**config.mk**
```make
export PLATFORM = sky130hd
export DESIGN_NAME = la_channel_select_flat
export DESIGN_NICKNAME = d
export VERILOG_FILES = /design/src/source/la_capture_pkg.sv /design/src/source/la_control_if.sv /design/src/source/la_channel_select.sv /design/src/flat_wrapper.sv
export SDC_FILE = /design/constraint.sdc
export NUM_CORES = 1
export LEC_CHECK = 0
export ABC_CLOCK_PERIOD_IN_PS = 800
export BUFFER_PORTS_ARGS = -buffer_cell sky130_fd_sc_hd__buf_2
export CAP_MARGIN = 25
export CORE_MARGIN = 8
export CORE_UTILIZATION = 28
export DETAILED_ROUTE_END_ITERATION = 6
export GPL_TIMING_DRIVEN = 0
export HOLD_SLACK_MARGIN = 0.15
export PLACE_DENSITY = 0.8
export SYNTH_ARGS = -nofsm -noshare
export SYNTH_HDL_FRONTEND = slang
export SYNTH_SLANG_ARGS = --single-unit
```
**constraint.sdc**
```tcl
create_clock -name observer_clk -period 0.8 [get_ports observer_clk]
set_input_delay 0.04 -clock observer_clk [delete_from_list [all_inputs] [get_ports observer_clk]]
set_output_delay 0.04 -clock observer_clk [all_outputs]
set_load 0.05 [all_outputs]
```
**src/source/la_capture_pkg.sv**
```systemverilog
package la_capture_pkg;

   localparam int la_capture_depth = 1024; // Samples per channel
   localparam int la_channel_count = 9;
   localparam int la_glitch_count  = 8;    // Glitch group has no ninth probe
   localparam int la_count_width   = $clog2(la_capture_depth);

   typedef logic [la_capture_depth-1:0] la_capture_t;  // Bit i is sample i
   typedef logic [la_channel_count-1:0] la_channels_t;
   typedef logic [la_glitch_count-1:0]  la_glitch_t;
   typedef logic [la_count_width-1:0]   la_count_t;
   typedef logic [1:0]                  la_group_t;
   typedef logic [2:0]                  la_trigger_sel_t;
   typedef logic [3:0]                  la_read_sel_t;

   // Capture groups
   localparam la_group_t la_group_glitch = 2'd0;
   localparam la_group_t la_group_io     = 2'd1;
   localparam la_group_t la_group_userio = 2'd2;
   localparam la_group_t la_group_debug  = 2'd3;

   // Trigger sources, codes 5 to 7 never fire
   localparam la_trigger_sel_t la_trig_adc_go    = 3'd0;
   localparam la_trigger_sel_t la_trig_glitch_go = 3'd1;
   localparam la_trigger_sel_t la_trig_glitch    = 3'd2;
   localparam la_trigger_sel_t la_trig_hs1       = 3'd3;
   localparam la_trigger_sel_t la_trig_debug     = 3'd4;

   // Probe bit positions of the trigger candidates
   localparam int la_glitch_adc_go_bit = 5;
   localparam int la_glitch_go_bit     = 4;
   localparam int la_glitch_trig_bit   = 7;
   localparam int la_io_hs1_bit        = 4;
   localparam int la_debug_trig_bit    = 0;

   // Returned for read selects past the last channel
   localparam la_capture_t la_unused_pattern = la_capture_t'({16'hffff, 2'b00});

endpackage

```
**src/source/la_control_if.sv**
```systemverilog
`timescale 1ns/100ps

interface la_control_if;
   import la_capture_pkg::*;

   la_group_t       capture_group;  // Probe group feeding the channels
   la_trigger_sel_t trigger_source;
   la_read_sel_t    read_select;    // Channel shown on observer_data
   logic            capturing;
   la_capture_t     observer_data;

   // Register bank owns the configuration
   modport regs (
      output capture_group,
      output trigger_source,
      output read_select,
      input  capturing,
      input  observer_data
   );

   modport trigger (
      input  trigger_source
   );

   modport select (
      input  capture_group
   );

   // Capture side reports status and the selected record
   modport buffer (
      input  read_select,
      output capturing,
      output observer_data
   );

endinterface

```
**src/source/la_channel_select.sv**
```systemverilog
`timescale 1ns/100ps

module la_channel_select (
   input  logic                         observer_clk,
   input  la_capture_pkg::la_glitch_t   glitch_probes,
   input  la_capture_pkg::la_channels_t io_probes,
   input  la_capture_pkg::la_channels_t userio_probes,
   input  la_capture_pkg::la_channels_t debug_probes,
   output la_capture_pkg::la_channels_t samples,  // Registered group, one cycle late
   la_control_if.select                 ctrl
);
   import la_capture_pkg::*;

   la_channels_t group_probes;

   // Pick the nine probes of the active group
   always_comb begin
      unique case (ctrl.capture_group)
         la_group_glitch: begin
            group_probes = {1'b0, glitch_probes};  // Channel 8 unused here
         end
         la_group_io: begin
            group_probes = io_probes;
         end
         la_group_userio: begin
            group_probes = userio_probes;
         end
         la_group_debug: begin
            group_probes = debug_probes;
         end
      endcase
   end

   // Sampling flop in front of the capture records
   always_ff @(posedge observer_clk) begin
      samples <= group_probes;
   end

endmodule

```
**src/flat_wrapper.sv**
```systemverilog
// flat-port wrapper written by rule: the top's interface ports become plain ports
module la_channel_select_flat import la_capture_pkg::*;
  (observer_clk, glitch_probes, io_probes, userio_probes, debug_probes, samples, ctrl_capture_group);
  la_control_if ctrl_i ();
  input  logic observer_clk;
  input  la_capture_pkg::la_glitch_t glitch_probes;
  input  la_capture_pkg::la_channels_t io_probes;
  input  la_capture_pkg::la_channels_t userio_probes;
  input  la_capture_pkg::la_channels_t debug_probes;
  output la_capture_pkg::la_channels_t samples;
  input wire logic [$bits(ctrl_i.capture_group)-1:0] ctrl_capture_group;
  assign ctrl_i.capture_group = ctrl_capture_group;
  la_channel_select u_core (.observer_clk(observer_clk), .glitch_probes(glitch_probes), .io_probes(io_probes), .userio_probes(userio_probes), .debug_probes(debug_probes), .samples(samples), .ctrl(ctrl_i));
endmodule
```
## After elaboration in Yosys (flattened, before gate mapping)

Index checks and enable logic that the tools add are counted.

- Bits in registers: 9

- Equal/unequal tests: 3
- Mux-type cells: 1
- Reductions and logical operators: 1

Operators with widths:

| operator | count |
|---|---|
| $pmux W9 S4 | 1 |
| $eq A2 B2 Y1 const B | 2 |
| $eq A2 B1 Y1 const B | 1 |
| $logic_not A2 Y1 | 1 |

## Logic depth before layout (Yosys ltp)

- Depth after elaboration: 2
- Gate-level depth with buffers: 3
- Mapped depth without buffers: 2

## Worst setup path before layout

Ideal clock, no wire load.

- Path type: input port to flip-flop
- From: in ctrl_capture_group[0]
- To: reg u_core.samples[0]
- Library setup time: 135 ps
- Arrival: 660 ps
- Slack: 5 ps
- Cell stages on the path: 2
- Buffers on the path: 1
- Cells stage by stage: buf_6 mux4_2

- Word-level cells in the longest chain between the ends: 2

Ends and longest elaborated chain:

| what | line | RTL |
|---|---|---|
| start: declaration | flat_wrapper.sv:11 | `input wire logic [$bits(ctrl_i.capture_group)-1:0] ctrl_capture_group;` |
| $eq A2 B2 Y1, or another cell as far along | la_channel_select.sv:18 | `unique case (ctrl.capture_group)` |
| $pmux W9 S4 * | la_channel_select.sv:18 |  |
| named net u_core.group_probes[0] | la_channel_select.sv:14 | `la_channels_t group_probes;` |
| end signal: assignment | la_channel_select.sv:36 | `samples <= group_probes;` |
| end: declaration | la_channel_select.sv:9 | `output la_capture_pkg::la_channels_t samples,` |

Mark *: on every way through the listed nets, which the timed path passes. The rest lies on a longest branch.

## Worst setup path in the final report

- From: reg u_core.samples[8]
- To: out samples[8]

RTL lines:

| what | line | RTL |
|---|---|---|
| end: declaration | flat_wrapper.sv:10 | `output la_capture_pkg::la_channels_t samples;` |

No word-level cell between the ends.

==> flow_summary.json <==
{
  "cts_tree": "done",
  "regMostFlops": "u_core.samples",
  "cp_data_arrival_time_ns": 0.73,
  "antenna_cells": 0,
  "overflow": 0,
  "vias": 404,
  "grt.total_usage_pct": 10.4,
  "critPathKind": "reg -> out",
  "first_iter_violations": 4,
  "htreeDepth": 1,
  "rsz0062_at_grt": "no",
  "die_y_um": 53.8,
  "post_cts_buffers": 0,
  "clock_path_buffers": 2,
  "drv_slew": 0,
  "finalHoldViolations": 0,
  "slowest_delay_ns": 0.32,
  "rows": 13,
  "ys_seq_area_share_pct": 45.0,
  "via_per_inst": 4.59,
  "synth_area_um2": 400,
  "cp.depth": 1,
  "grt_pass1_vias": 514,
  "synth-compound-area-share_pct": 0,
  "die-width_um": 53.8,
  "clock_sinks": 9,
  "final_common_cell": "buf_2",
  "cts_made_buffers": 3,
  "syn_to_final_growth_pct": 90.0,
  "synth_seq_cells": 9,
  "synth_fa_ha_area_share_pct": 0,
  "root_buffer": "clkbuf_4",
  "synth-simple-area-share_pct": 0.938,
  "cp_max_fo": 1,
  "antenna_found_initial": 0,
  "finalSetupTns_ns": 0,
  "nNetsFinal": 112,
  "hp-class": "in -> reg",
  "outcome": "finished, final reports clean",
  "critical_path_required_ns": 0.76,
  "pwr_density_cell_mw_per_mm2": 1750,
  "wire_per_inst_um": 15.5,
  "tightest_slew_ns": 0.227,
  "cp_cell_sequence": "buf_6",
  "crit_family": "flip-flops",
  "cp-start-kind": "flop",
  "endpoint_kind": "output port",
  "path_buf_inv": 1,
  "drive_gt1_share_pct": 87.7,
  "hold_buffers": 4,
  "die_area_mm2": 0.00290,
  "synth_mux_area_share_pct": 50.0,
  "clk_pin_slew_ns": 0.06,
  "syn-num-nets": 60,
  "grt_max_degree": 11,
  "final_cell_mix": "36 x buf_2, 10 x buf_6, 8 x mux4_2",
  "whs_path_depth": 2,
  "io_pins": 47,
  "fin_crit_sh_pct": 95.6,
  "syn_inst": 22,
  "reg.largest.list": "u_core.samples x9",
  "routabilityCongestion": 0.739,
  "ys_warn_count": 0,
  "fin_util_pct": 57.7,
  "synth_top_family_by_area": "multiplexers",
  "core_mm2": 0.00132,
  "dr.pass1.iters": 3,
  "syn_avg_cell_area_um2": 18.2,
  "ys_types": 6,
  "drv_cap": 0,
  "slew-limit-headroom_pct": 84.9,
  "finalSetupViolCount": 0,
  "largest_register_ffs": 9,
  "finalWirelength_um": 1360,
  "synth_xor_area_share_pct": 0,
  "clock.fmax_ghz": 1.31,
  "fill_cells": 113,
  "port_buffers": 44,
  "ant_nets": 0,
  "peakVddDrop_mv": 0.694,
  "grt_pass1_wl_um": 2160,
  "post-route-min-period_ns": 0.765,
  "start_util_pct": 30.4,
  "p_leak_nw": 0.371,
  "cp_slowest_cell": "dfxtp_2",
  "drc": 0
}
[synthesized netlist by cell type]
| cell type | number | area (µm²) |
|---|---|---|
| nand2_1 | 1 | 3.75 |
| mux4_2 | 8 | 180 |
| mux2i_1 | 2 | 20.0 |
| buf_6 | 1 | 11.3 |
| dfxtp_1 | 9 | 180 |
| buf_2 | 1 | 5.00 |
[stage by stage]
step	cell area (µm²)	worst slack (ns)	power, mW	hold slack, ns	cells
3_3_place_gp	639	-0.0281	0.917	0.309	81
3_5_place_dp	639	-0.0444	0.927	0.323	81
6_report	761	0.0349	1.33	0.0618	88
4_1_cts	739	0.00419	1.32	0.0909	89
5_1_grt	761	0.00182	1.40	0.0842	88
2_1_floorplan	400	0.00481	0.786	0.188	22
[worst paths after layout]
| check | start | to | slack [ns] |
|---|---|---|---|
| hold / removal | ctrl_capture_group[0] | u_core.samples[8] | 0.06 |
| setup / recovery | u_core.samples[8] | samples[8] | 0.03 |
[logic make-up (layout without fill, tap and decap cells)]
family        Yosys count  after routing
mux                    10             10
flops                   9              9
buf+inv                 2             53
simple gates            1              1
[routing by layer]
| layer | routed length [µm] | GRT usage [%] | up-vias |
|---|---|---|---|
| met1 | 449 | 8.51 | 183 |
| met5 | 0 | 0 | - |
| met2 | 703 | 18.1 | 26 |
| met4 | 27 | 7.56 | 0 |
| li1 | - | - | 191 |
| met3 | 182 | 5.79 | 4 |
[what timing repair did]
item / 4_1_cts / 5_1_grt
endpoints found under the hold margin: 9 / 9
gates resized for setup: 12 / 13
endpoints found under the setup margin: 9 / 10
[power by group]
group / internal [mW] / switching [mW] / leakage (nW) / total (mW)
clock network: 0.191 / 0.142 / 0.0150 / 0.333
registers: 0.504 / 0.0201 / 0.0761 / 0.524
logic: 0.231 / 0.241 / 0.280 / 0.472
total: 0.926 / 0.403 / 0.371 / 1.33
[cell type report]
| class | count | area, µm² | area share (%) |
|---|---|---|---|
| clock buffer | 4 | 26.3 | 3.45 |
| sequential | 9 | 189 | 24.8 |
| tap | 15 | 18.8 | 2.47 |
| buffer | 2 | 16.3 | 2.14 |
| multi-input combinational | 11 | 204 | 26.8 |
| timing repair buffer | 47 | 307 | 40.3 |
Note: power is estimated with default switching activity, not from simulation.
