## config.mk

```make
export PLATFORM = sky130hd
export DESIGN_NAME = la_reg_bank_flat
export DESIGN_NICKNAME = d
export VERILOG_FILES = /design/src/source/la_capture_pkg.sv /design/src/source/la_regs_pkg.sv /design/src/source/la_control_if.sv /design/src/source/la_reg_bank.sv /design/src/flat_wrapper.sv
export SDC_FILE = /design/constraint.sdc
export NUM_CORES = 1
export LEC_CHECK = 0
export ABC_AREA = 0
export BUFFER_PORTS_ARGS = -buffer_cell sky130_fd_sc_hd__buf_2
export CORE_AREA = 5 5 414 416
export DETAILED_ROUTE_END_ITERATION = 8
export DIE_AREA = 0 0 419 421
export PLACE_DENSITY = 0.3
export SETUP_SLACK_MARGIN = 0.2
export SLEW_MARGIN = 20
export SYNTH_ARGS = -nofsm -noshare
export SYNTH_HDL_FRONTEND = slang
export SYNTH_SLANG_ARGS = --single-unit
```

## constraint.sdc

```tcl
create_clock -name observer_clk -period 3.3 [get_ports observer_clk]
set_clock_uncertainty 0.2 [all_clocks]
set_input_delay 0.33 -clock observer_clk [delete_from_list [all_inputs] [get_ports observer_clk]]
set_output_delay 0.33 -clock observer_clk [all_outputs]
set_load 0.1 [all_outputs]
```

## src/source/la_capture_pkg.sv

```systemverilog
package la_capture_pkg;

   localparam int la_capture_depth = 1024; // Samples per channel
   localparam int la_channel_count = 9;
   localparam int la_glitch_count  = 8;    // Glitch group has no ninth probe
   localparam int la_count_width   = $clog2(la_capture_depth);

   typedef logic [la_capture_depth-1:0] la_capture_t;  // Bit i is sample i
   typedef logic [la_channel_count-1:0] la_channels_t;
   typedef logic [la_glitch_count-1:0]  la_glitch_t;
   typedef logic [la_count_width-1:0]   la_count_t;
   typedef logic [1:0]                  la_group_t;
   typedef logic [2:0]                  la_trigger_sel_t;
   typedef logic [3:0]                  la_read_sel_t;

   // Capture groups
   localparam la_group_t la_group_glitch = 2'd0;
   localparam la_group_t la_group_io     = 2'd1;
   localparam la_group_t la_group_userio = 2'd2;
   localparam la_group_t la_group_debug  = 2'd3;

   // Trigger sources, codes 5 to 7 never fire
   localparam la_trigger_sel_t la_trig_adc_go    = 3'd0;
   localparam la_trigger_sel_t la_trig_glitch_go = 3'd1;
   localparam la_trigger_sel_t la_trig_glitch    = 3'd2;
   localparam la_trigger_sel_t la_trig_hs1       = 3'd3;
   localparam la_trigger_sel_t la_trig_debug     = 3'd4;

   // Probe bit positions of the trigger candidates
   localparam int la_glitch_adc_go_bit = 5;
   localparam int la_glitch_go_bit     = 4;
   localparam int la_glitch_trig_bit   = 7;
   localparam int la_io_hs1_bit        = 4;
   localparam int la_debug_trig_bit    = 0;

   // Returned for read selects past the last channel
   localparam la_capture_t la_unused_pattern = la_capture_t'({16'hffff, 2'b00});

endpackage

```

## src/source/la_regs_pkg.sv

```systemverilog
package la_regs_pkg;

   // Register port geometry
   localparam int la_addr_width    = 8;
   localparam int la_reg_width     = 8;
   localparam int la_bytecnt_width = 7;

   // Multi-byte readback registers (identity and depth)
   localparam int la_wide_width = 16;
   localparam int la_wide_bytes = la_wide_width / la_reg_width;

   typedef logic [la_addr_width-1:0]    la_reg_addr_t;
   typedef logic [la_reg_width-1:0]     la_reg_byte_t;
   typedef logic [la_bytecnt_width-1:0] la_bytecnt_t;
   typedef logic [la_wide_width-1:0]    la_wide_reg_t;

   // Register map
   localparam la_reg_addr_t la_addr_exists         = 8'd0;
   localparam la_reg_addr_t la_addr_capture_depth  = 8'd1;
   localparam la_reg_addr_t la_addr_status         = 8'd2;
   localparam la_reg_addr_t la_addr_capture_group  = 8'd3;
   localparam la_reg_addr_t la_addr_trigger_source = 8'd4;
   localparam la_reg_addr_t la_addr_read_select    = 8'd5;

   localparam la_wide_reg_t la_exists_code = 16'h4c41; // "LA", low byte first

   localparam int la_status_capturing_bit = 0;

endpackage
```

## src/source/la_control_if.sv

```systemverilog
`timescale 1ns/100ps

interface la_control_if;
   import la_capture_pkg::*;

   la_group_t       capture_group;  // Probe group feeding the channels
   la_trigger_sel_t trigger_source;
   la_read_sel_t    read_select;    // Channel shown on observer_data
   logic            capturing;
   la_capture_t     observer_data;

   // Register bank owns the configuration
   modport regs (
      output capture_group,
      output trigger_source,
      output read_select,
      input  capturing,
      input  observer_data
   );

   modport trigger (
      input  trigger_source
   );

   modport select (
      input  capture_group
   );

   // Capture side reports status and the selected record
   modport buffer (
      input  read_select,
      output capturing,
      output observer_data
   );

endinterface

```

## src/source/la_reg_bank.sv

```systemverilog
`timescale 1ns/100ps

module la_reg_bank (
   input  logic                      observer_clk,
   input  logic                      reset,
   input  la_regs_pkg::la_reg_addr_t reg_address,
   input  la_regs_pkg::la_bytecnt_t  reg_bytecnt,  // Byte of a multi-byte register
   input  la_regs_pkg::la_reg_byte_t reg_datai,
   input  logic                      reg_read,
   input  logic                      reg_write,
   output la_regs_pkg::la_reg_byte_t reg_datao,
   la_control_if.regs                ctrl
);
   import la_regs_pkg::*;
   import la_capture_pkg::*;

   logic first_byte;  // Single-byte registers only answer on byte 0

   // One byte of a 16-bit readback value, zero past its end
   function automatic la_reg_byte_t wide_byte(
      input la_wide_reg_t value,
      input la_bytecnt_t  index
   );
      la_reg_byte_t result;
      result = '0;
      if (index < la_bytecnt_t'(la_wide_bytes)) begin
         result = value[index*la_reg_width +: la_reg_width];
      end
      return result;
   endfunction

   assign first_byte = (reg_bytecnt == '0);

   // Configuration registers
   always_ff @(posedge observer_clk) begin
      if (reset) begin
         ctrl.capture_group  <= '0;
         ctrl.trigger_source <= '0;
         ctrl.read_select    <= '0;
      end else if (reg_write) begin
         case (reg_address)
            la_addr_capture_group: begin
               ctrl.capture_group <= reg_datai[$bits(la_group_t)-1:0];
            end
            la_addr_trigger_source: begin
               ctrl.trigger_source <= reg_datai[$bits(la_trigger_sel_t)-1:0];
            end
            la_addr_read_select: begin
               ctrl.read_select <= reg_datai[$bits(la_read_sel_t)-1:0];
            end
            default: begin
               // Read-only or unmapped, write ignored
            end
         endcase
      end
   end

   // Readback, combinational and idle-low
   always_comb begin
      reg_datao = '0;
      if (reg_read) begin
         case (reg_address)
            la_addr_exists: begin
               reg_datao = wide_byte(la_exists_code, reg_bytecnt);
            end
            la_addr_capture_depth: begin
               reg_datao = wide_byte(la_wide_reg_t'(la_capture_depth), reg_bytecnt);
            end
            la_addr_status: begin
               if (first_byte) reg_datao[la_status_capturing_bit] = ctrl.capturing;
            end
            la_addr_capture_group: begin
               if (first_byte) reg_datao = la_reg_byte_t'(ctrl.capture_group);
            end
            la_addr_trigger_source: begin
               if (first_byte) reg_datao = la_reg_byte_t'(ctrl.trigger_source);
            end
            la_addr_read_select: begin
               // 128 bytes cover the whole record
               reg_datao = ctrl.observer_data[reg_bytecnt*la_reg_width +: la_reg_width];
            end
            default: begin
               reg_datao = '0;
            end
         endcase
      end
   end

endmodule

```

## src/flat_wrapper.sv

```systemverilog
// flat-port wrapper written by rule: the top's interface ports become plain ports
module la_reg_bank_flat import la_regs_pkg::*; import la_capture_pkg::*;
  (observer_clk, reset, reg_address, reg_bytecnt, reg_datai, reg_read, reg_write, reg_datao, ctrl_capture_group, ctrl_trigger_source, ctrl_read_select, ctrl_capturing, ctrl_observer_data);
  la_control_if ctrl_i ();
  input  logic observer_clk;
  input  logic reset;
  input  la_regs_pkg::la_reg_addr_t reg_address;
  input  la_regs_pkg::la_bytecnt_t reg_bytecnt;
  input  la_regs_pkg::la_reg_byte_t reg_datai;
  input  logic reg_read;
  input  logic reg_write;
  output la_regs_pkg::la_reg_byte_t reg_datao;
  output wire logic [$bits(ctrl_i.capture_group)-1:0] ctrl_capture_group;
  output wire logic [$bits(ctrl_i.trigger_source)-1:0] ctrl_trigger_source;
  output wire logic [$bits(ctrl_i.read_select)-1:0] ctrl_read_select;
  input wire logic [$bits(ctrl_i.capturing)-1:0] ctrl_capturing;
  input wire logic [$bits(ctrl_i.observer_data)-1:0] ctrl_observer_data;
  assign ctrl_capture_group = ctrl_i.capture_group;
  assign ctrl_trigger_source = ctrl_i.trigger_source;
  assign ctrl_read_select = ctrl_i.read_select;
  assign ctrl_i.capturing = ctrl_capturing;
  assign ctrl_i.observer_data = ctrl_observer_data;
  la_reg_bank u_core (.observer_clk(observer_clk), .reset(reset), .reg_address(reg_address), .reg_bytecnt(reg_bytecnt), .reg_datai(reg_datai), .reg_read(reg_read), .reg_write(reg_write), .reg_datao(reg_datao), .ctrl(ctrl_i));
endmodule
```

# Yosys cells after proc, flatten, opt, wreduce, memory -nomap -nowiden

Cells that the tools add are included.

Register bits: 9
Input port bits: 1,052
Output and inout port bits: 17
Logic and storage cells: 25

Order comparisons: 1
Equality and inequality tests: 5
Shifts and indexed selects: 3
Multiplexer cells: 8
Reduce and logical (&&, ||, !) cells: 5

Operators with widths:

| operator                                                                     | count |
|---|---|
| 1024-bit by 11-bit indexed part select with 8-bit output                     | 1 |
| 7-bit case mux with 5 select lines                                           | 1 |
| 16-bit by 11-bit indexed part select with 8-bit output, first input constant | 2 |
| 8-bit 2-to-1 mux                                                             | 3 |
| 8-bit by 2-bit == test with 1-bit output, second input constant              | 2 |
| 8-bit by 3-bit == test with 1-bit output, second input constant              | 2 |
| 8-bit by 1-bit == test with 1-bit output, second input constant              | 1 |
| 8-bit zero test                                                              | 1 |
| 7-bit zero test                                                              | 1 |
| 7-bit by 2-bit < comparator with 1-bit output, second input constant         | 1 |
| 1-bit case mux with 6 select lines                                           | 1 |
| 2-bit AND reduction                                                          | 3 |
| 3-bit 2-to-1 mux                                                             | 1 |
| 2-bit 2-to-1 mux                                                             | 1 |
| 1-bit 2-to-1 mux                                                             | 1 |

# Logic depth before layout (Yosys ltp)

Word-level depth: 4
Mapped depth: 11
Mapped depth without buffers: 6

# Worst setup path before layout

No wires, ideal clock.

Path kind: input port to output port
Start: input reg_bytecnt[0]
End: output reg_datao[0]
Arrival time: 4.085 ns
Required time: 2.770 ns
Setup slack: -1.315 ns
Cell stages on the path: 11
Buffers on the path: 5
Cell sequence: buf_6 > buf_6 > buf_6 > buf_4 > nor2_2 > buf_2 > a22oi_1 > nand3_1 > nand3_1 > nor3_1 > a311oi_1

Word-level cells in the longest chain between the ends: 4
Elaborated cells on any way between the ends: 12
Those cells by class: 1 x order compare; 3 x shift; 7 x mux; 1 x reduce/logical

Ends and longest elaborated chain:

| what                                                                                                             | line               | RTL |
|---|---|---|
| start, declared                                                                                                  | flat_wrapper.sv:8  | `input la_regs_pkg::la_bytecnt_t reg_bytecnt;` |
| parallel branches: the longest is 2 deep, another holds 1024-bit by 11-bit indexed part select with 8-bit output | -                  |  |
| 1-bit case mux with 6 select lines *                                                                             | la_reg_bank.sv:62  | `case (reg_address)` |
| 8-bit 2-to-1 mux *                                                                                               | la_reg_bank.sv:61  | `if (reg_read) begin` |
| end, declared                                                                                                    | flat_wrapper.sv:12 | `output la_regs_pkg::la_reg_byte_t reg_datao;` |

Mark *: on every way between the ends.

# Worst setup path after layout

Start: input reg_bytecnt[1]
End: output reg_datao[7]

Word-level cells in the longest chain between the ends: 4
Elaborated cells on any way between the ends: 8
Those cells by class: 1 x order compare; 3 x shift; 4 x mux

Ends and longest elaborated chain:

| what                                                                                                             | line |
|---|---|
| parallel branches: the longest is 2 deep, another holds 1024-bit by 11-bit indexed part select with 8-bit output | - |
| 7-bit case mux with 5 select lines *                                                                             | la_reg_bank.sv:62 |
| 8-bit 2-to-1 mux *                                                                                               | la_reg_bank.sv:61 |

Marks and branches as above.

==> impl_summary.md <==
Global routing
Summed over all layers, the global routing overflow is 0. The number of global-route vias before repair was 15.2k. The first-pass GRT wire length is 157000 µm. The global routing stage identified its most utilized layer as met2. Across every metal layer, demand over resource in global routing totals 0.134. For this run, global-route usage on met1 was measured as 0.174.

The number of antenna violations at the first check in global routing is 80. The met3 usage in global routing is 0.0233. The maximum number of pins on one net before global-route repair is 29. The global-route track usage on met2 is 0.244.

Clocking
The clock drives 9 sinks. The count of hold buffers inserted by post-cts repair is 0. The CTS tree is built. The depth of the CTS H-tree is 1.

Clock-pin slew was measured on the worst setup and hold paths at 40 ps. The later pin in the worst-skew pair is clocked with a latency of 230 ps. The longest clock path from root to sink contains 2 buffers.

CTS placed an instance of sky130_fd_sc_hd__clkbuf_16 at the clock tree root. Clock tree synthesis inserted a total of 3 buffers.

Placement
The number of input and output port buffers inserted is 1064. The HPWL after detailed placement is 115000 µm. Routability-driven placement finished with a final weighted congestion of 0.959.

Critical path
The critical path class is in -> out. The most numerous cell type found on the critical path is sky130_fd_sc_hd__buf_12. Traced cell by cell, the critical path runs through buf_16 > buf_12 > buf_6 > buf_6 > mux4_2 > mux2i_1 > a22o_1 > a211oi_4 > a211oi_4 > buf_12 > a311oi_4 > buf_12. The arrival time of the worst setup path is 2720 ps. STA classifies the critical path endpoint as an output pin.

The worst stage delay on the critical path is 440 ps. The slowest stage of the critical path is the sky130_fd_sc_hd__a211oi_4 cell. The maximum fanout count along the critical path is 6. STA puts the critical path data required time at 2770 ps.

The worst setup path is launched from a primary input.

Die
The x dimension of the die is 419 µm. The total area inside the core boundary comes to 167000 µm². The floorplan step defined a die boundary enclosing 176000 µm². The initial utilization of the core area, before any placement, comes to 0.0558.

The floorplan step set the die height to 421 µm. The number of placed I/O pins is 1069. The number of placement rows is 150.

Logic synthesis
The mapped netlist covers 9310 µm². In this run the mean area of a mapped cell was 11.7 µm². Counting flops with an async set or reset pin after synthesis yields a share of 0. The synthesized netlist cell count is 796. The total nets after synthesis is 1848. The most used flip-flop cell after synthesis is sky130_fd_sc_hd__dfxtp_1.

Yosys mapped a number of flops with a built-in enable equal to 0. The number of different library cells used by synthesis comes to 62. Yosys printed 0 warnings. The total of flip-flops plus latches after synthesis is 9. The share of synthesized area occupied by flip-flops and latches is 0.0194.

Layout
The layout has 19.2k filler cells. The flip-flop and latch area is 180 µm². In the final design database the tool counted 3124 nets.

The area used by multi-input combinational logic is 9160 µm². In the layout the commonest cells are sky130_fd_sc_hd__buf_2 (1051), sky130_fd_sc_hd__mux4_2 (224), sky130_fd_sc_hd__buf_4 (214), sky130_fd_sc_hd__mux2i_1 (107), sky130_fd_sc_hd__nand2_1 (57). The share of post-route cells with drive strength above 1 is 0.825. The area growth from synthesis to layout is 125%. Leaving out fill and tap cells, the most frequent cell in the layout is sky130_fd_sc_hd__buf_2.

Pwr
The completed layout was analyzed and its total power is 3.18 mW. The largest voltage drop on the vdd net is 0.158 mV. Dividing total power by cell area gives a power density of 152 nW/µm².

Summed over all cells, the static leakage comes to 9.13 nW.

Timing
The portion of the clock cycle consumed by the worst path in the final layout is 0.984. The measured slew at the worst slew-check pin is 522 ps. The post-layout minimum cycle time is 3250 ps. The max-slew violation count is 0. Measured against its own limit, the worst slew margin works out to 0.651. The highest clock rate is 308 MHz. The worst hold slack is 164 ps. Adding up every negative setup slack in the final design gives 0 ps. Setup repair after global routing could not meet its margin everywhere. The number of failing setup endpoints in the final timing report is 0. The count of endpoints failing hold in the final timing report is 0.

Detailed routing
Dividing the detail-routed wire length by the instance count gives 29.2 µm. For this run, design rule violations remaining after detail routing come to 0. The final wirelength is 125000 µm.

The count of nets left with antenna violations once routing finished came out at 0. In the routed layout, each cell is associated on average with a via count of 3.24. In this run, the number of DRC markers left after iteration 0 of detailed routing was 871. The first detailed-routing pass ran for 6 iterations. The final route contains 13.9k vias.

Status
The flow ran to the end, and the final reports show no timing, DRC or antenna violations.

Hold path
The classification of the worst-slack hold path is in -> reg.

Run
The number of max-capacitance violations reported is 0.
==> critical path: cells and delay by family <==
kind,cells,cell delay (ps)
buffers and inverters,6,910
muxes,2,420
AOI/OAI and AO/OA,4,1010
==> worst paths after layout <==
path                                 startpoint                       endpoint  slack (ps)  depth (start not counted)
hold reg to reg      u_core.ctrl.read_select[3]     u_core.ctrl.read_select[3]         250                          2
setup / recovery                 reg_bytecnt[1]                   reg_datao[7]          50                         12
setup reg to reg  u_core.ctrl.trigger_source[2]  u_core.ctrl.trigger_source[2]        2470                          2
hold / removal                     reg_datai[2]  u_core.ctrl.trigger_source[2]         160                          3
==> what timing repair did <==
| action | 4_1_cts | 5_1_grt |
|---|---|---|
| resized for setup | 115 | 67 |
| cloned | 4 | 3 |
| pin swaps | 12 | 29 |
| buffers inserted | 18 | 23 |
| endpoints found under the setup margin | 8 | 8 |
==> power breakdown <==
group / internal (mW) / total (mW) / switching (mW)
Clock: 0.161 / 0.211 / 0.0501
Combinational: 1.53 / 2.86 / 1.33
Sequential: 0.109 / 0.110 / 0.000102
Total: 1.80 / 3.18 / 1.38
==> stage by stage <==
stage	util	cell area (µm²)	cells	setup slack (ps)
2_1_floorplan	-	9410	796	100
3_3_place_gp	0.116	19400	4223	-804
3_5_place_dp	0.116	19400	4223	-804
4_1_cts	0.122	20400	4249	-73.6
5_1_grt	0.125	20900	4277	-42.4
6_report	0.126	21000	4291	51.3
==> cell type report <==
type | instances | area share
Sequential cell | 9 | 0.00860
Timing Repair Buffer | 1367 | 0.416
Inverter | 4 | 0.000716
Clock buffer | 4 | 0.00376
Multi-Input combinational cell | 687 | 0.437
Tap cell | 2204 | 0.132
Antenna cell | 16 | 0.00191
==> synthesized netlist by cell type (all sizes together) (4+ instances only) <==
library cell	count	area, µm²
mux2i	127	1270
nor2b	13	81.3
a22oi	36	270
mux2	15	169
o221ai	4	35.0
o22ai	9	56.3
a311oi	4	35.0
nand2b	5	31.3
nand3	29	145
nor2	24	92.6
a211oi	19	148
nand2	60	225
nor3b	4	41.3
nor3	15	75.1
or3	4	30.0
dfxtp	9	180
a21oi	21	105
o21ai	11	55.1
clkbuf	16	110
nor4	9	56.3
a31oi	8	50.1
mux4	224	5040
buf	80	593
and2	7	45.1
nand4	5	31.3
==> per-layer routing <==
| layer | vias to the layer above | share of wire |
|---|---|---|
| met2 | 643 | 0.51 |
| met1 | 7089 | 0.43 |
| met4 | 24 | 0.0038 |
| met5 | - | 0.0012 |
| li1 | 6051 | - |
| met3 | 84 | 0.057 |
==> cells by family after synthesis <==
group	after synthesis	synth area share
AO/OA/AOI/OAI	134	0.102
buffers and inverters	100	0.0772
flip-flops	9	0.0194
AND/OR/NAND/NOR	187	0.105
multiplexers	366	0.697
==> registers in the layout (all words and copies together) (netlist names) <==
name,cells
u_core.ctrl.capture_group,2
u_core.ctrl.read_select,4
u_core.ctrl.trigger_source,3
Power figures use the tool's default switching activity.
