### src/source/la_capture_pkg.sv
package la_capture_pkg;

   localparam int la_capture_depth = 1024; // Samples per channel
   localparam int la_channel_count = 9;
   localparam int la_glitch_count  = 8;    // Glitch group has no ninth probe
   localparam int la_count_width   = $clog2(la_capture_depth);

   typedef logic [la_capture_depth-1:0] la_capture_t;  // Bit i is sample i
   typedef logic [la_channel_count-1:0] la_channels_t;
   typedef logic [la_glitch_count-1:0]  la_glitch_t;
   typedef logic [la_count_width-1:0]   la_count_t;
   typedef logic [1:0]                  la_group_t;
   typedef logic [2:0]                  la_trigger_sel_t;
   typedef logic [3:0]                  la_read_sel_t;

   // Capture groups
   localparam la_group_t la_group_glitch = 2'd0;
   localparam la_group_t la_group_io     = 2'd1;
   localparam la_group_t la_group_userio = 2'd2;
   localparam la_group_t la_group_debug  = 2'd3;

   // Trigger sources, codes 5 to 7 never fire
   localparam la_trigger_sel_t la_trig_adc_go    = 3'd0;
   localparam la_trigger_sel_t la_trig_glitch_go = 3'd1;
   localparam la_trigger_sel_t la_trig_glitch    = 3'd2;
   localparam la_trigger_sel_t la_trig_hs1       = 3'd3;
   localparam la_trigger_sel_t la_trig_debug     = 3'd4;

   // Probe bit positions of the trigger candidates
   localparam int la_glitch_adc_go_bit = 5;
   localparam int la_glitch_go_bit     = 4;
   localparam int la_glitch_trig_bit   = 7;
   localparam int la_io_hs1_bit        = 4;
   localparam int la_debug_trig_bit    = 0;

   // Returned for read selects past the last channel
   localparam la_capture_t la_unused_pattern = la_capture_t'({16'hffff, 2'b00});

endpackage

### src/source/la_control_if.sv
`timescale 1ns/100ps

interface la_control_if;
   import la_capture_pkg::*;

   la_group_t       capture_group;  // Probe group feeding the channels
   la_trigger_sel_t trigger_source;
   la_read_sel_t    read_select;    // Channel shown on observer_data
   logic            capturing;
   la_capture_t     observer_data;

   // Register bank owns the configuration
   modport regs (
      output capture_group,
      output trigger_source,
      output read_select,
      input  capturing,
      input  observer_data
   );

   modport trigger (
      input  trigger_source
   );

   modport select (
      input  capture_group
   );

   // Capture side reports status and the selected record
   modport buffer (
      input  read_select,
      output capturing,
      output observer_data
   );

endinterface

### src/source/la_trigger.sv
`timescale 1ns/100ps

module la_trigger (
   input  logic                         observer_clk,
   input  logic                         reset,
   input  la_capture_pkg::la_glitch_t   glitch_probes,
   input  la_capture_pkg::la_channels_t io_probes,
   input  la_capture_pkg::la_channels_t debug_probes,
   output logic                         capture_go,  // One cycle per rising trigger
   la_control_if.trigger                ctrl
);
   import la_capture_pkg::*;

   logic       trigger_raw;
   logic [1:0] trigger_sync;  // Bit 1 is the synchronized level
   logic       trigger_last;

   // Source select
   always_comb begin
      case (ctrl.trigger_source)
         la_trig_adc_go:    trigger_raw = glitch_probes[la_glitch_adc_go_bit];
         la_trig_glitch_go: trigger_raw = glitch_probes[la_glitch_go_bit];
         la_trig_glitch:    trigger_raw = glitch_probes[la_glitch_trig_bit];
         la_trig_hs1:       trigger_raw = io_probes[la_io_hs1_bit];
         la_trig_debug:     trigger_raw = debug_probes[la_debug_trig_bit];
         default:           trigger_raw = 1'b0;  // Trigger disabled
      endcase
   end

   always_ff @(posedge observer_clk) begin
      if (reset) begin
         trigger_sync <= '0;
         trigger_last <= 1'b0;
      end else begin
         trigger_sync <= {trigger_sync[0], trigger_raw};
         trigger_last <= trigger_sync[1];
      end
   end

   // Rising edge of the synchronized level
   assign capture_go = trigger_sync[1] & ~trigger_last;

endmodule

### src/flat_wrapper.sv
// flat-port wrapper written by rule: the top's interface ports become plain ports
module la_trigger_flat import la_capture_pkg::*;
  (observer_clk, reset, glitch_probes, io_probes, debug_probes, capture_go, ctrl_trigger_source);
  la_control_if ctrl_i ();
  input  logic observer_clk;
  input  logic reset;
  input  la_capture_pkg::la_glitch_t glitch_probes;
  input  la_capture_pkg::la_channels_t io_probes;
  input  la_capture_pkg::la_channels_t debug_probes;
  output logic capture_go;
  input wire logic [$bits(ctrl_i.trigger_source)-1:0] ctrl_trigger_source;
  assign ctrl_i.trigger_source = ctrl_trigger_source;
  la_trigger u_core (.observer_clk(observer_clk), .reset(reset), .glitch_probes(glitch_probes), .io_probes(io_probes), .debug_probes(debug_probes), .capture_go(capture_go), .ctrl(ctrl_i));
endmodule
### config.mk
export PLATFORM = sky130hd
export DESIGN_NAME = la_trigger_flat
export DESIGN_NICKNAME = d
export VERILOG_FILES = /design/src/source/la_capture_pkg.sv /design/src/source/la_control_if.sv /design/src/source/la_trigger.sv /design/src/flat_wrapper.sv
export SDC_FILE = /design/constraint.sdc
export NUM_CORES = 1
export LEC_CHECK = 0
export ABC_AREA = 0
export BUFFER_PORTS_ARGS = -buffer_cell sky130_fd_sc_hd__buf_2
export CAP_MARGIN = 0
export CORE_AREA = 4 4 41 43
export CTS_BUF_LIST = sky130_fd_sc_hd__clkbuf_4
export DETAILED_ROUTE_END_ITERATION = 12
export DIE_AREA = 0 0 45 47
export PLACE_DENSITY = 0.5
export SLEW_MARGIN = 20
export SYNTH_ARGS = -nofsm -noshare
export SYNTH_HDL_FRONTEND = slang
export SYNTH_SLANG_ARGS = --single-unit
### constraint.sdc
create_clock -name observer_clk -period 1.1 [get_ports observer_clk]
set_clock_uncertainty 0.1 [all_clocks]
set_input_delay 0.11 -clock observer_clk [delete_from_list [all_inputs] [get_ports observer_clk]]
set_output_delay 0.11 -clock observer_clk [all_outputs]
set_load 0.01 [all_outputs]
## Yosys cells after proc, flatten, opt, wreduce, memory -nomap -nowiden

Index checks and enable logic that the tools add are counted.

- Output and inout port bits: 1
- Bits in registers: 3
- Logic and storage cells: 10

- Multiplexer cells: 1
- Reduce and logical (&&, ||, !) cells: 1
- Bitwise gates (word level): 2
- Equal/unequal tests: 4

Operator list:

| kind | number |
|---|---|
| equality test 3 x 2 -> 1 bit, second input constant | 2 |
| case mux 1 bit (5 select lines) | 1 |
| equality test 3 x 1 -> 1 bit, second input constant | 1 |
| equality test 3 bit, second input constant | 1 |
| logical NOT 3 bit | 1 |
| bitwise AND 1 bit | 1 |
| NOT 1 bit | 1 |

## Logic depth before layout (Yosys ltp)

Gate-level depths: netlist (run 1).

- Word-level depth: 2
- Mapped depth: 3

## Worst setup path after synthesis (run 1)

No wires, ideal clock.

- Path kind: input to register
- Start point: in ctrl_trigger_source[1]
- End point: reg u_core.trigger_sync[0]
- Arrival time: 0.607 ns
- Stages: 3
- Library setup time: 0.122 ns
- Required time: 0.878 ns
- Slack: 0.271 ns
- Cell sequence: mux2i_1 > nor4_1 > a311o_1

- Word-level cells in the longest chain between the ends: 2
- Elaborated cells between the ends (all ways): 6
- Those cells by class: 4 x eq/ne; 1 x mux; 1 x reduce/logical

Ends and longest elaborated chain:

| item | line | text |
|---|---|---|
| start, declared | flat_wrapper.sv:11 | `input wire logic [$bits(ctrl_i.trigger_source)-1:0] ctrl_trigger_source;` |
| equality test 3 bit (tied with other cells) | la_trigger.sv:20 | `case (ctrl.trigger_source)` |
| case mux 1 bit (5 select lines) (*) | la_trigger.sv:20 |  |
| end signal, assigned | la_trigger.sv:35 | `trigger_sync <= {trigger_sync[0], trigger_raw};` |
| end, declared | la_trigger.sv:15 | `logic [1:0] trigger_sync;` |

Every way passes the cells marked *; elsewhere a longest branch is shown, timed or not.
A chain may end at the register's enable or synchronous reset.

## Final worst setup path (run 1)

- Start point: reg u_core.trigger_sync[1]
- End point: out capture_go

- Word-level cells in the longest chain between the ends: 1

Ends and longest elaborated chain:

| item | line | text |
|---|---|---|
| bitwise AND 1 bit | la_trigger.sv:41 | `assign capture_go = trigger_sync[1] & ~trigger_last;` |
| end, declared | flat_wrapper.sv:10 | `output logic capture_go;` |

No other way between the ends.

==> results by stage, run 1 <==
Die:
- The floorplan step defined a die boundary enclosing 2120 µm².
- The initial utilization of the core area, before any placement, comes to around 11%.
- The vertical die dimension is approximately 47 µm.
- During I/O placement, the number of pins put on the boundary was 32.
- In this run the core area contains 13 standard-cell rows.
- The die is between 40 and 50 µm wide.
- The core outline area is between 1000 and 1500 µm².

Worst setup path:
- The kind of end point of the critical path is a primary output.
- The critical path is of the register to primary output type.
- Along the worst path, the maximum fanout reaches 2.
- For the worst setup path, the data required time is ~0.89 ns.
- The cell count along the critical path is 2.
- Measured in cells, the most critical reg-to-reg path has a length of 1.
- The combined buffer and inverter count along the critical path is 1.
- The gate family responsible for the most delay along the worst path is flip-flops.
- The kind of start point of the critical path is a register.
- For this run, the slowest stage of the critical path takes between 0.3 and 0.4 ns.
- The master of the slowest instance on the critical path is sky130_fd_sc_hd__dfxtp_1.
- STA puts the critical path data arrival time at between 0.7 and 0.8 ns.
- Traced cell by cell, the critical path runs through nor2b_1 > buf_2.

Placed design:
- The routability congestion estimate from global placement is between 0.6 and 0.7.
- In this run the tool buffered the top-level ports with 10 buffer cells.

Synthesis:
- The synthesized area is between 100 and 150 µm².
- The net count after synthesis is 44.
- The count of distinct cell types in the synthesized netlist is 8.
- Sequential cells were found to cover between 40% and 50% of the synthesized design area.
- Synthesis produced 13 cells.
- The per-instance average area after synthesis is around 11 µm².
- The count of synthesis-stage warnings from yosys is 0.
- The register bit count reported by yosys is 3.

STA:
- Setup violations remaining at the end of the flow were counted as 0.
- The final count of pins violating max slew is 0.
- At the pin with the least slew margin, the transition time is about 0.24 ns.
- In this run the tightest slew margin relative to its limit is 84.0%.
- The number of failing hold endpoints at the final stage is 0.
- The worst path needs 0.991 ns of the cycle, external delays included.
- The total negative slack for setup checks is 0 ns.
- Derived from the worst setup path, the maximum achievable clock frequency is slightly above 1000 MHz.
- The final clock period utilization by the worst path is about nine tenths.
- Hold is met by approximately 0.013 ns.
- Setup repair after global routing left no endpoint under its margin.

Finish:
- From synthesis to final layout, the design area changed by 77.0%.
- The count of antenna diodes in the layout is 0.
- The final-layout fill cell count is 158.
- The fraction of layout cells with a size suffix above 1 is roughly 54%.
- The number of nets at the end of the flow is 60.
- Cells fill 19.2% of the core in the end.
- The library cells used most frequently in the layout, excluding fill and tap cells, are sky130_fd_sc_hd__buf_2 (10), sky130_fd_sc_hd__clkbuf_4 (4), sky130_fd_sc_hd__nor2b_1 (3), sky130_fd_sc_hd__dfxtp_1 (3), sky130_fd_sc_hd__mux2i_1 (2).
- The library cell used most frequently in the layout, excluding fill and tap cells, is sky130_fd_sc_hd__buf_2.

CTS:
- The total clock buffers created by CTS is 3.
- The cell at the root of the clock tree is sky130_fd_sc_hd__clkbuf_4.
- The number of setup buffers added after CTS is 0.
- The post-CTS clock slew at the launch and capture registers of the worst setup and hold paths is around 0.04 ns.
- In this run, post-CTS repair resized a total of 0 instances.
- Clock tree synthesis found a total of 3 sinks.
- The number of hold buffers added after CTS was 1.
- The clock reaches the later pin of the worst-skew pair after 0.23 ns.
- The TritonCTS clock tree is built.
- CTS built an H-tree with a depth of 1.
- The deepest clock path buffer count is 2.

Pwr:
- In this run the static leakage power is ~0.12 nW.
- The maximum resistive drop on vdd is about 0.00044 V.
- The areal power density over the cells is between 1500 and 2000 nW/µm².
- After layout, the design draws a total of 379 µW.

Global routing:
- The initial antenna violation count is 0.
- The number of global-route vias before repair is 166.
- After global routing the overflow that remains totals 0.
- The global-route wire length before repair is 696 µm.
- The maximum number of pins on one net before global-route repair is 6.
- The total routing resource utilization after global routing is under 10%.

Routing:
- The first-pass iteration count of the detailed router is 1.
- The mean routed wirelength per cell is just over 9 µm.
- In this run the remaining antenna-violating nets after routing total 0.
- The number of design rule violations left after detail routing is 0.
- After detailed routing, the total wire length is a little under 400 µm.
- After detailed routing, the number of vias per cell comes to between 3 and 4.
- The via count of the routed design is 147.
- The violation count after the first detailed-route iteration is 0.

Hold path:
- The worst min-delay path class is input port to register.
- The worst hold path stage count is 2.

Run:
- The max-cap violation count is 0.

Outcome:
- The run finished with clean final reports.
[synth_stat cells]
| cell | number | area share [%] |
|---|---|---|
| sky130_fd_sc_hd__inv_1 | 1 | 2.7 |
| sky130_fd_sc_hd__mux2i_1 | 2 | 14 |
| sky130_fd_sc_hd__nor4_1 | 1 | 4.4 |
| sky130_fd_sc_hd__dfxtp_1 | 3 | 42 |
| sky130_fd_sc_hd__nor2b_1 | 3 | 13 |
| sky130_fd_sc_hd__nor3b_1 | 1 | 5.3 |
| sky130_fd_sc_hd__a311o_1 | 1 | 7.1 |
| sky130_fd_sc_hd__nor4b_2 | 1 | 11 |
[metal layers]
layer	vias to the layer above	part of all wire [%]	global-route usage [%]
li1	77	-	-
met3	0	20	6.51
met2	13	26	5.37
met5	-	0	0
met1	57	54	5.67
met4	0	0	5.26
[layout make-up]
cell class              instances  area [µm²]  area share, %
clock buffers                   4        30.0           12.0
inverters                       1        3.75           1.50
multi-input cells               9        77.6           31.0
flip-flops and latches          3        60.1           24.0
well taps                      15        18.8           7.50
repair buffers                 11        60.1           24.0
[worst paths after layout]
check	slack, ns	from	end
setup reg to reg	0.48	u_core.trigger_sync[1]	u_core.trigger_last
hold / removal	0.01	reset	u_core.trigger_last
hold reg to reg	0.33	u_core.trigger_sync[0]	u_core.trigger_sync[1]
setup / recovery	0.11	u_core.trigger_sync[1]	capture_go
[state kept, by name, indices dropped and copies added, names as in the netlist]
register and cells:
u_core.trigger_sync 2, u_core.trigger_last 1
[power breakdown]
| part | internal (mW) | switching (mW) | total, mW |
|---|---|---|---|
| Combinational | 0.0252 | 0.0171 | 0.0423 |
| Sequential | 0.114 | 0.00105 | 0.115 |
| Clock | 0.161 | 0.0608 | 0.222 |
| Total | 0.300 | 0.0790 | 0.379 |
[logic make-up after synthesis]
kind of cell,synth area share (%)
compound gates,7.08
buf+inv,2.65
flops,42.5
mux,14.2
simple gates,33.6
[metrics by stage]
step	instances	area [µm²]	setup WS, ns
finish	43	250	0.109
detailed placement	38	210	0.0643
global placement	38	210	0.0691
global route	43	250	0.0457
floorplan	13	141	0.271
CTS	43	250	0.0912
(Power assumes the default switching activity.)
==> run 2, diff against run 1 <==
Settings changed: PLACE_DENSITY 0.5 to 0.42.
==> run 2 against run 1 <==
  * First-iteration DRC count is 2 higher
  * Clock-buffer cell count stayed put
  * Fmax is 0.98% lower
  * Register-to-register slack hardly changed
  * Routed wire length is 3.3% higher
  * Global-route usage is 0.16 points higher
  * Non-clock buffer count is 1 higher
  * Setup slack worse by 0.0099 ns
  * Hold slack better by 0.061 ns
  * Final cell count is 2.3% higher
  * Sequential power hardly changed
  * Critical path type unchanged
==> results by stage, run 2 (same netlist as run 1, synthesis figures left out) <==
Worst setup path:
- The combined buffer and inverter count along the critical path is 1.
- The critical path startpoint is u_core.trigger_sync[1].
- The number of cells on the worst reg-to-reg path is 1.
- The register-to-register setup slack is 0.48 ns.
- Traced cell by cell, the critical path runs through nor2b_1 > buf_2.
- The worst flop-to-flop path endpoint is u_core.trigger_last.
- The critical path in this run is classified as register to primary output.
- The kind of end point of the critical path is a primary output.
- Among cell families on the critical path, the largest total delay comes from flip-flops.
- The stage delay of the slowest cell on the critical path is about 0.31 ns.
- The kind of start point of the critical path is a register.
- The required time reported for the critical path endpoint is 0.89 ns.
- In this run the critical register-to-register path is launched from u_core.trigger_sync[1].
- The worst endpoint data arrival time is about 0.8 ns.
- Along the worst path, the maximum fanout reaches 2.
- The largest individual stage delay along the critical path comes from the cell sky130_fd_sc_hd__dfxtp_1.

Pwr:
- The areal power density over the cells is roughly 1400 nW/µm².
- The leakage power figure is ~0.12 nW.
- The switching share of power is 19.6%.
- The share of total power in combinational logic is between 10 and 15%.
- IR analysis of the VDD net gives a maximum drop of between 0.0004 and 0.0005 V.
- The switching power summed over all nets is ~74 µW.
- The clock network accounts for ~57% of the total power.
- Per report_power, the sequential group accounts for 30.7% of the total.
- The internal power of the cells is 302 µW.

Global routing:
- The initial antenna violation count came to 0.
- The first global-routing pass estimated 786 µm of wire.
- The maximum number of pins on one net before global-route repair is 6.
- The global route total overflow is 0.
- The met1 routing resource usage after global routing is approximately 5.7%.
- The routing layer with the top usage in global route is met2.
- The total routing resource utilization after global routing is roughly 5.7%.
- For met2 alone, demand over resource in global routing was 7.63%.
- The number of global-route vias before repair is slightly above 200.
- The routing usage on met3 is under 10%.

STA:
- The slew at the pin with the worst max-slew slack is roughly 0.22 ns.
- The total negative slack for setup checks is 0 ns.
- Setup repair after global routing left no endpoint under its margin.
- The minimum clock period after layout is between 1 and 1.5 ns.
- Hold is met by 0.0741 ns.
- The final clock period utilization by the worst path is between 90% and 100%.
- The number of setup violations in the final report is 0.
- The final count of pins violating max slew is 0.
- Static timing analysis puts the maximum clock frequency at 999 MHz.
- The number of failing hold endpoints at the final stage is 0.
- Headroom to the max-slew limit came out at between 80% and 90%.

Run:
- Max-cap violations in this run came to 0.

Hold path:
- The tightest min-delay check is of the input port to register type.
- The worst hold path terminates at u_core.trigger_sync[0].
- Along the worst hold path, the cell count comes to 2.
- In this run the most critical hold path is launched from ctrl_trigger_source[2].

Finish:
- The largest register by flop count is u_core.trigger_sync.
- The net count of the finished layout is between 60 and 70.
- The repair_antennas step left the layout with diodes totalling 0.
- The top cell types in the final layout, fill and taps aside, are sky130_fd_sc_hd__buf_2 (10), sky130_fd_sc_hd__clkbuf_4 (4), sky130_fd_sc_hd__nor2b_1 (3), sky130_fd_sc_hd__dfxtp_1 (3).
- In the final layout, the share of cells above drive strength 1 is approximately 52%.
- From synthesis to final layout, the design area changed by 84.1%.
- The final-layout fill cell count is about 160.
- The library cell used most frequently in the layout, excluding fill and tap cells, is sky130_fd_sc_hd__buf_2.
- The register with the most flip-flops in the layout has 2 of them.
- The largest registers in the layout are u_core.trigger_sync (2), u_core.trigger_last (1).

CTS:
- The clock latency reported for the late side of the worst-skew pair is 0.23 ns.
- The root buffer cell chosen for the clock tree is sky130_fd_sc_hd__clkbuf_4.
- In this run the deepest clock path goes through 2 buffers.
- The number of clock buffers added by TritonCTS is 3.
- The sink count of the clock tree is 3.
- TritonCTS built the clock tree.
- CTS built an H-tree with a depth of 1.
- After clock tree synthesis, the clock-pin slew on the worst setup and hold paths is approximately 0.040 ns.

Die:
- For this design the top-level I/O count stands at 32.
- The floorplan step defined a core boundary enclosing 1300 µm².
- The vertical die dimension is roughly 47 µm.
- Row generation in the floorplan step produced 13 rows.
- For this configuration, the core starts out at a cell density of between 10 and 15%.
- In this run the horizontal extent of the chip is 45 µm.
- The area of the die is 2120 µm².

Routing:
- The number of vias per cell is approximately 3.5.
- The via count of the routed design is around 150.
- In this run, the number of DRC markers left after iteration 0 of detailed routing was 2.
- After detailed routing, the number of remaining DRC violations is 0.
- The post-detailed-routing wire length is 406 µm.
- After detailed routing, the average wire length per cell comes to 9.23 µm.
- The first-pass iteration count of the detailed router is 2.
- The detail route stage leaves a number of antenna-violating nets equal to 0.

Outcome:
- The run finished with clean final reports.

Placed design:
- The congestion estimate from routability-driven global placement came to 0.669.
- Input and output buffers added on the ports amount to 10.
==> run 2: what timing repair did <==
action                                  CTS  global route
setup buffers                             0             0
endpoints found under the setup margin    0             0
resized for setup                         0             0
endpoints found under the hold margin     1             0
hold buffers                              2             0
==> run 2: power by group through the flow <==
stage	Sequential, mW	Combinational (mW)	Clock (mW)
3_3_place_gp	0.117	0.0388	0
6_report	0.116	0.0454	0.215
3_5_place_dp	0.117	0.0401	0
4_1_cts	0.116	0.0455	0.227
2_1_floorplan	0.117	0.0155	0
5_1_grt	0.116	0.0505	0.239
==> run 2: worst max-delay path by stage <==
stage,end,slack (ns),depth (start not counted)
6_report,capture_go,0.1,2
5_1_grt,capture_go,0.02,2
4_1_cts,capture_go,0.08,2
3_5_place_dp,u_core.trigger_sync[0],0.09,4
3_3_place_gp,u_core.trigger_sync[0],0.11,4
2_1_floorplan,u_core.trigger_sync[0],0.27,3
==> run 2: per-stage QoR <==
step / instances / setup slack (ns) / cell area [µm²] / power (mW) / utilization [%]
after global routing: 44 / 0.0233 / 260 / 0.406 / 20.0
final: 44 / 0.0992 / 260 / 0.376 / 20.0
after floorplan: 13 / 0.271 / 141 / 0.132 / -
after global placement: 38 / 0.109 / 210 / 0.156 / 16.2
after detailed placement: 38 / 0.0876 / 210 / 0.157 / 16.2
after CTS: 44 / 0.0772 / 260 / 0.388 / 20.0
==> run 2: metal layers <==
metal / vias up / share of wire [%]
li1: 80 / -
met4: 0 / 0
met2: 10 / 34
met1: 63 / 49
met3: 0 / 17
met5: - / 0
==> run 2: cell type report <==
cell class | instances | area [µm²] | share of cell area [%]
clock buffers | 4 | 30.0 | 11.5
well taps | 15 | 18.8 | 7.21
multi-input cells | 9 | 77.6 | 29.8
inverters | 1 | 3.75 | 1.44
repair buffers | 12 | 70.1 | 26.9
flip-flops and latches | 3 | 60.1 | 23.1
==> run 3, diff against run 2 <==
Clock period 1.1 ns to 1 ns, I/O delays scaled along.
==> run 3 against run 2 <==
  * Die area stayed put
  * Clock-buffer cell count stayed put
  * Non-clock buffer count decreased by 1
  * Routed wire length shrank 2.0%
  * Hold slack got worse by 0.0032 ns
  * First-iteration DRC count stayed put
  * Sequential share of layout area is essentially flat
  * Global-route usage is 0.24 points lower
==> results by stage, run 3 (same netlist as run 1, synthesis figures left out) <==
CTS:
- The TritonCTS clock tree is built.
- In this run the number of H-tree levels came out at 1.
- Clock latency on the worst-skew pair, taken at its later pin, is 0.23 ns.
- Clock-pin slew was measured on the worst setup and hold paths at 0.04 ns.
- Buffers added to address setup during post-CTS repair amount to 0.
- The sink count of the clock tree is 3.
- The tree is rooted in a sky130_fd_sc_hd__clkbuf_4.
- In this run, CTS created clock tree buffers numbering 3.
- The clock passes through at most 2 buffers.

Global routing:
- The initial antenna violation count is 0.
- The global-route wire length before repair is about 750 µm.
- The total routing resource utilization after global routing is under 10%.
- The global route total overflow is 0.
- Entering global routing, the biggest net connects 5 pins.
- The number of global-route vias before repair is roughly 190.

Finish:
- At the end of the flow, the number of nets in the layout was 60.
- The final design utilization is 20.4%.
- The flip-flop count of the largest register after layout is 2.
- In the final layout, the registers with the most flip-flops are u_core.trigger_sync (2), u_core.trigger_last (1).
- In the layout the commonest cells are sky130_fd_sc_hd__buf_2 (9), sky130_fd_sc_hd__clkbuf_4 (4), sky130_fd_sc_hd__nor2b_1 (2), sky130_fd_sc_hd__mux2i_1 (2), sky130_fd_sc_hd__dfxtp_1 (2).
- u_core.trigger_sync holds more flip-flops than any other register.
- The most common cell after layout, fill and taps aside is sky130_fd_sc_hd__buf_2.
- The signed area change from the synthesized netlist to the final layout is 87.6%.
- Excluding fillers, the count of instances in the completed layout stands at 43.
- The count of antenna diodes in the layout is 0.
- The fraction of layout cells with a size suffix above 1 is about 60%.

Routing:
- Dividing the detail-routed wire length by the instance count gives between 9 and 10 µm.
- The via count of the routed design is 149.
- For this block, the initial DRC count from the detailed router was 2.
- The number of antenna-violating nets in the routed design is 0.
- The number of design rule violations left after detail routing is 0.
- Summed over all layers, the routed wires come to roughly 400 µm.
- After detailed routing, the number of vias per cell comes to ~3.5.
- The pre-antenna-repair detailed-routing pass consisted of 2 iterations.

Worst setup path:
- Measured in cells, the most critical reg-to-reg path has a length of 1.
- The startpoint identified for the worst register-to-register timing path is u_core.trigger_sync[1].
- The kind of start point of the critical path is a register.
- The critical path startpoint is u_core.trigger_sync[1].
- The worst endpoint data arrival time is around 0.77 ns.
- Along the worst path, the maximum fanout reaches 2.
- The kind of end point of the critical path is a primary output.
- The critical setup path kind is register to primary output.
- The required time reported for the critical path endpoint is ~0.80 ns.

Placed design:
- The count of buffers added on input and output ports is 10.
- In this run, placement finished with an instance count of 38.
- At the end of routability-driven placement, the weighted congestion stood at 0.669.

Outcome:
- The flow ran to the end, and the final reports show no timing, DRC or antenna violations.

Die:
- The core region is around 1300 µm².
- Measured along the y axis, the die boundary spans around 47 µm.
- In this run the core area contains 13 standard-cell rows.
- 32 I/O pins were placed.
- For this configuration, the core starts out at a cell density of a little over a tenth.
- The area of the die is 2120 µm².
- From left edge to right edge, the die measures between 40 and 50 µm.

Pwr:
- Summed over all cells, the static leakage comes to ~0.12 nW.
- The total power consumption of the routed design is 414 µW.
- VDD sags by at most between 0.0005 and 0.0006 V.
- For this design the ratio of total power to cell area is 1560 nW/µm².

Run:
- Across the run, the number of max-cap violations was 0.

STA:
- Adding up every negative setup slack in the final design gives 0 ns.
- Subtracting the final worst setup slack from the clock period gives about 1 ns.
- Setup repair after global routing could not meet its margin everywhere.
- Measured against its own limit, the worst slew margin works out to a little over four fifths.
- The number of setup violations in the final report is 0.
- The worst slack on hold paths is about 0.07 ns.
- The final clock period utilization by the worst path is a little over nine tenths.
- The top achievable clock speed is just over 1000 MHz.
- For the pin with the worst max-slew slack, the measured transition is between 0.2 and 0.25 ns.
- The number of failing hold endpoints at the final stage is 0.
- The final count of pins violating max slew is 0.

Hold path:
- The worst hold path stage count is 2.
- The worst min-delay path class is input port to register.
- The startpoint of the most critical hold path is ctrl_trigger_source[2].
## run 3: cell types whose count changed in the layout (fill, tap and decap cells not counted)
cell,previous run,this run
sky130_fd_sc_hd__dlygate4sd3_1,2,1
sky130_fd_sc_hd__dfxtp_1,3,2
sky130_fd_sc_hd__buf_6,0,1
sky130_fd_sc_hd__dfxtp_2,0,1
sky130_fd_sc_hd__buf_2,10,9
sky130_fd_sc_hd__nor2b_4,0,1
sky130_fd_sc_hd__nor2b_1,3,2
## run 3: final cells by class
class,count,area [µm²]
Clock buffer,4,30.0
Fill cell,161,1040
Inverter,1,3.75
Multi-Input combinational cell,9,85.1
Sequential cell,3,61.3
Tap cell,15,18.8
Timing Repair Buffer,11,66.3
## run 3: worst max-delay path, stage by stage, from the launching register on
cell                      delay (ns)
sky130_fd_sc_hd__dfxtp_2        0.32
sky130_fd_sc_hd__nor2b_4        0.13
sky130_fd_sc_hd__buf_6          0.10
## run 3: worst paths after layout
| path | slack, ns | to |
|---|---|---|
| min | 0.07 | u_core.trigger_sync[0] |
| min reg2reg | 0.34 | u_core.trigger_sync[1] |
| max | 0.03 | capture_go |
| max reg2reg | 0.37 | u_core.trigger_last |
## run 3: where the power goes
group / total (mW) / internal (mW) / switching, mW
clock: 0.235 / 0.176 / 0.0589
sequential: 0.128 / 0.126 / 0.00208
combinational: 0.0509 / 0.0313 / 0.0196
## run 3: per-layer routing
metal	global-route usage [%]	wire length, µm	vias to the layer above
met5	0	0	-
met2	6.78	125	10
met1	5.67	205	61
met4	3.51	0	0
met3	5.36	67	0
li1	-	-	78
## run 3: per-stage QoR
step           setup slack, ns  cell area (µm²)
3_3_place_gp            0.0186              210
5_1_grt               -0.00588              265
4_1_cts               -0.00418              251
3_5_place_dp          -0.00236              210
6_report                0.0281              265
2_1_floorplan            0.181              141
## run 3: what timing repair did
| item | CTS | global route |
|---|---|---|
| resized for setup | 1 | 2 |
| hold buffers | 1 | 0 |
| hold endpoints to repair | 2 | 0 |
| setup endpoints to repair | 1 | 1 |
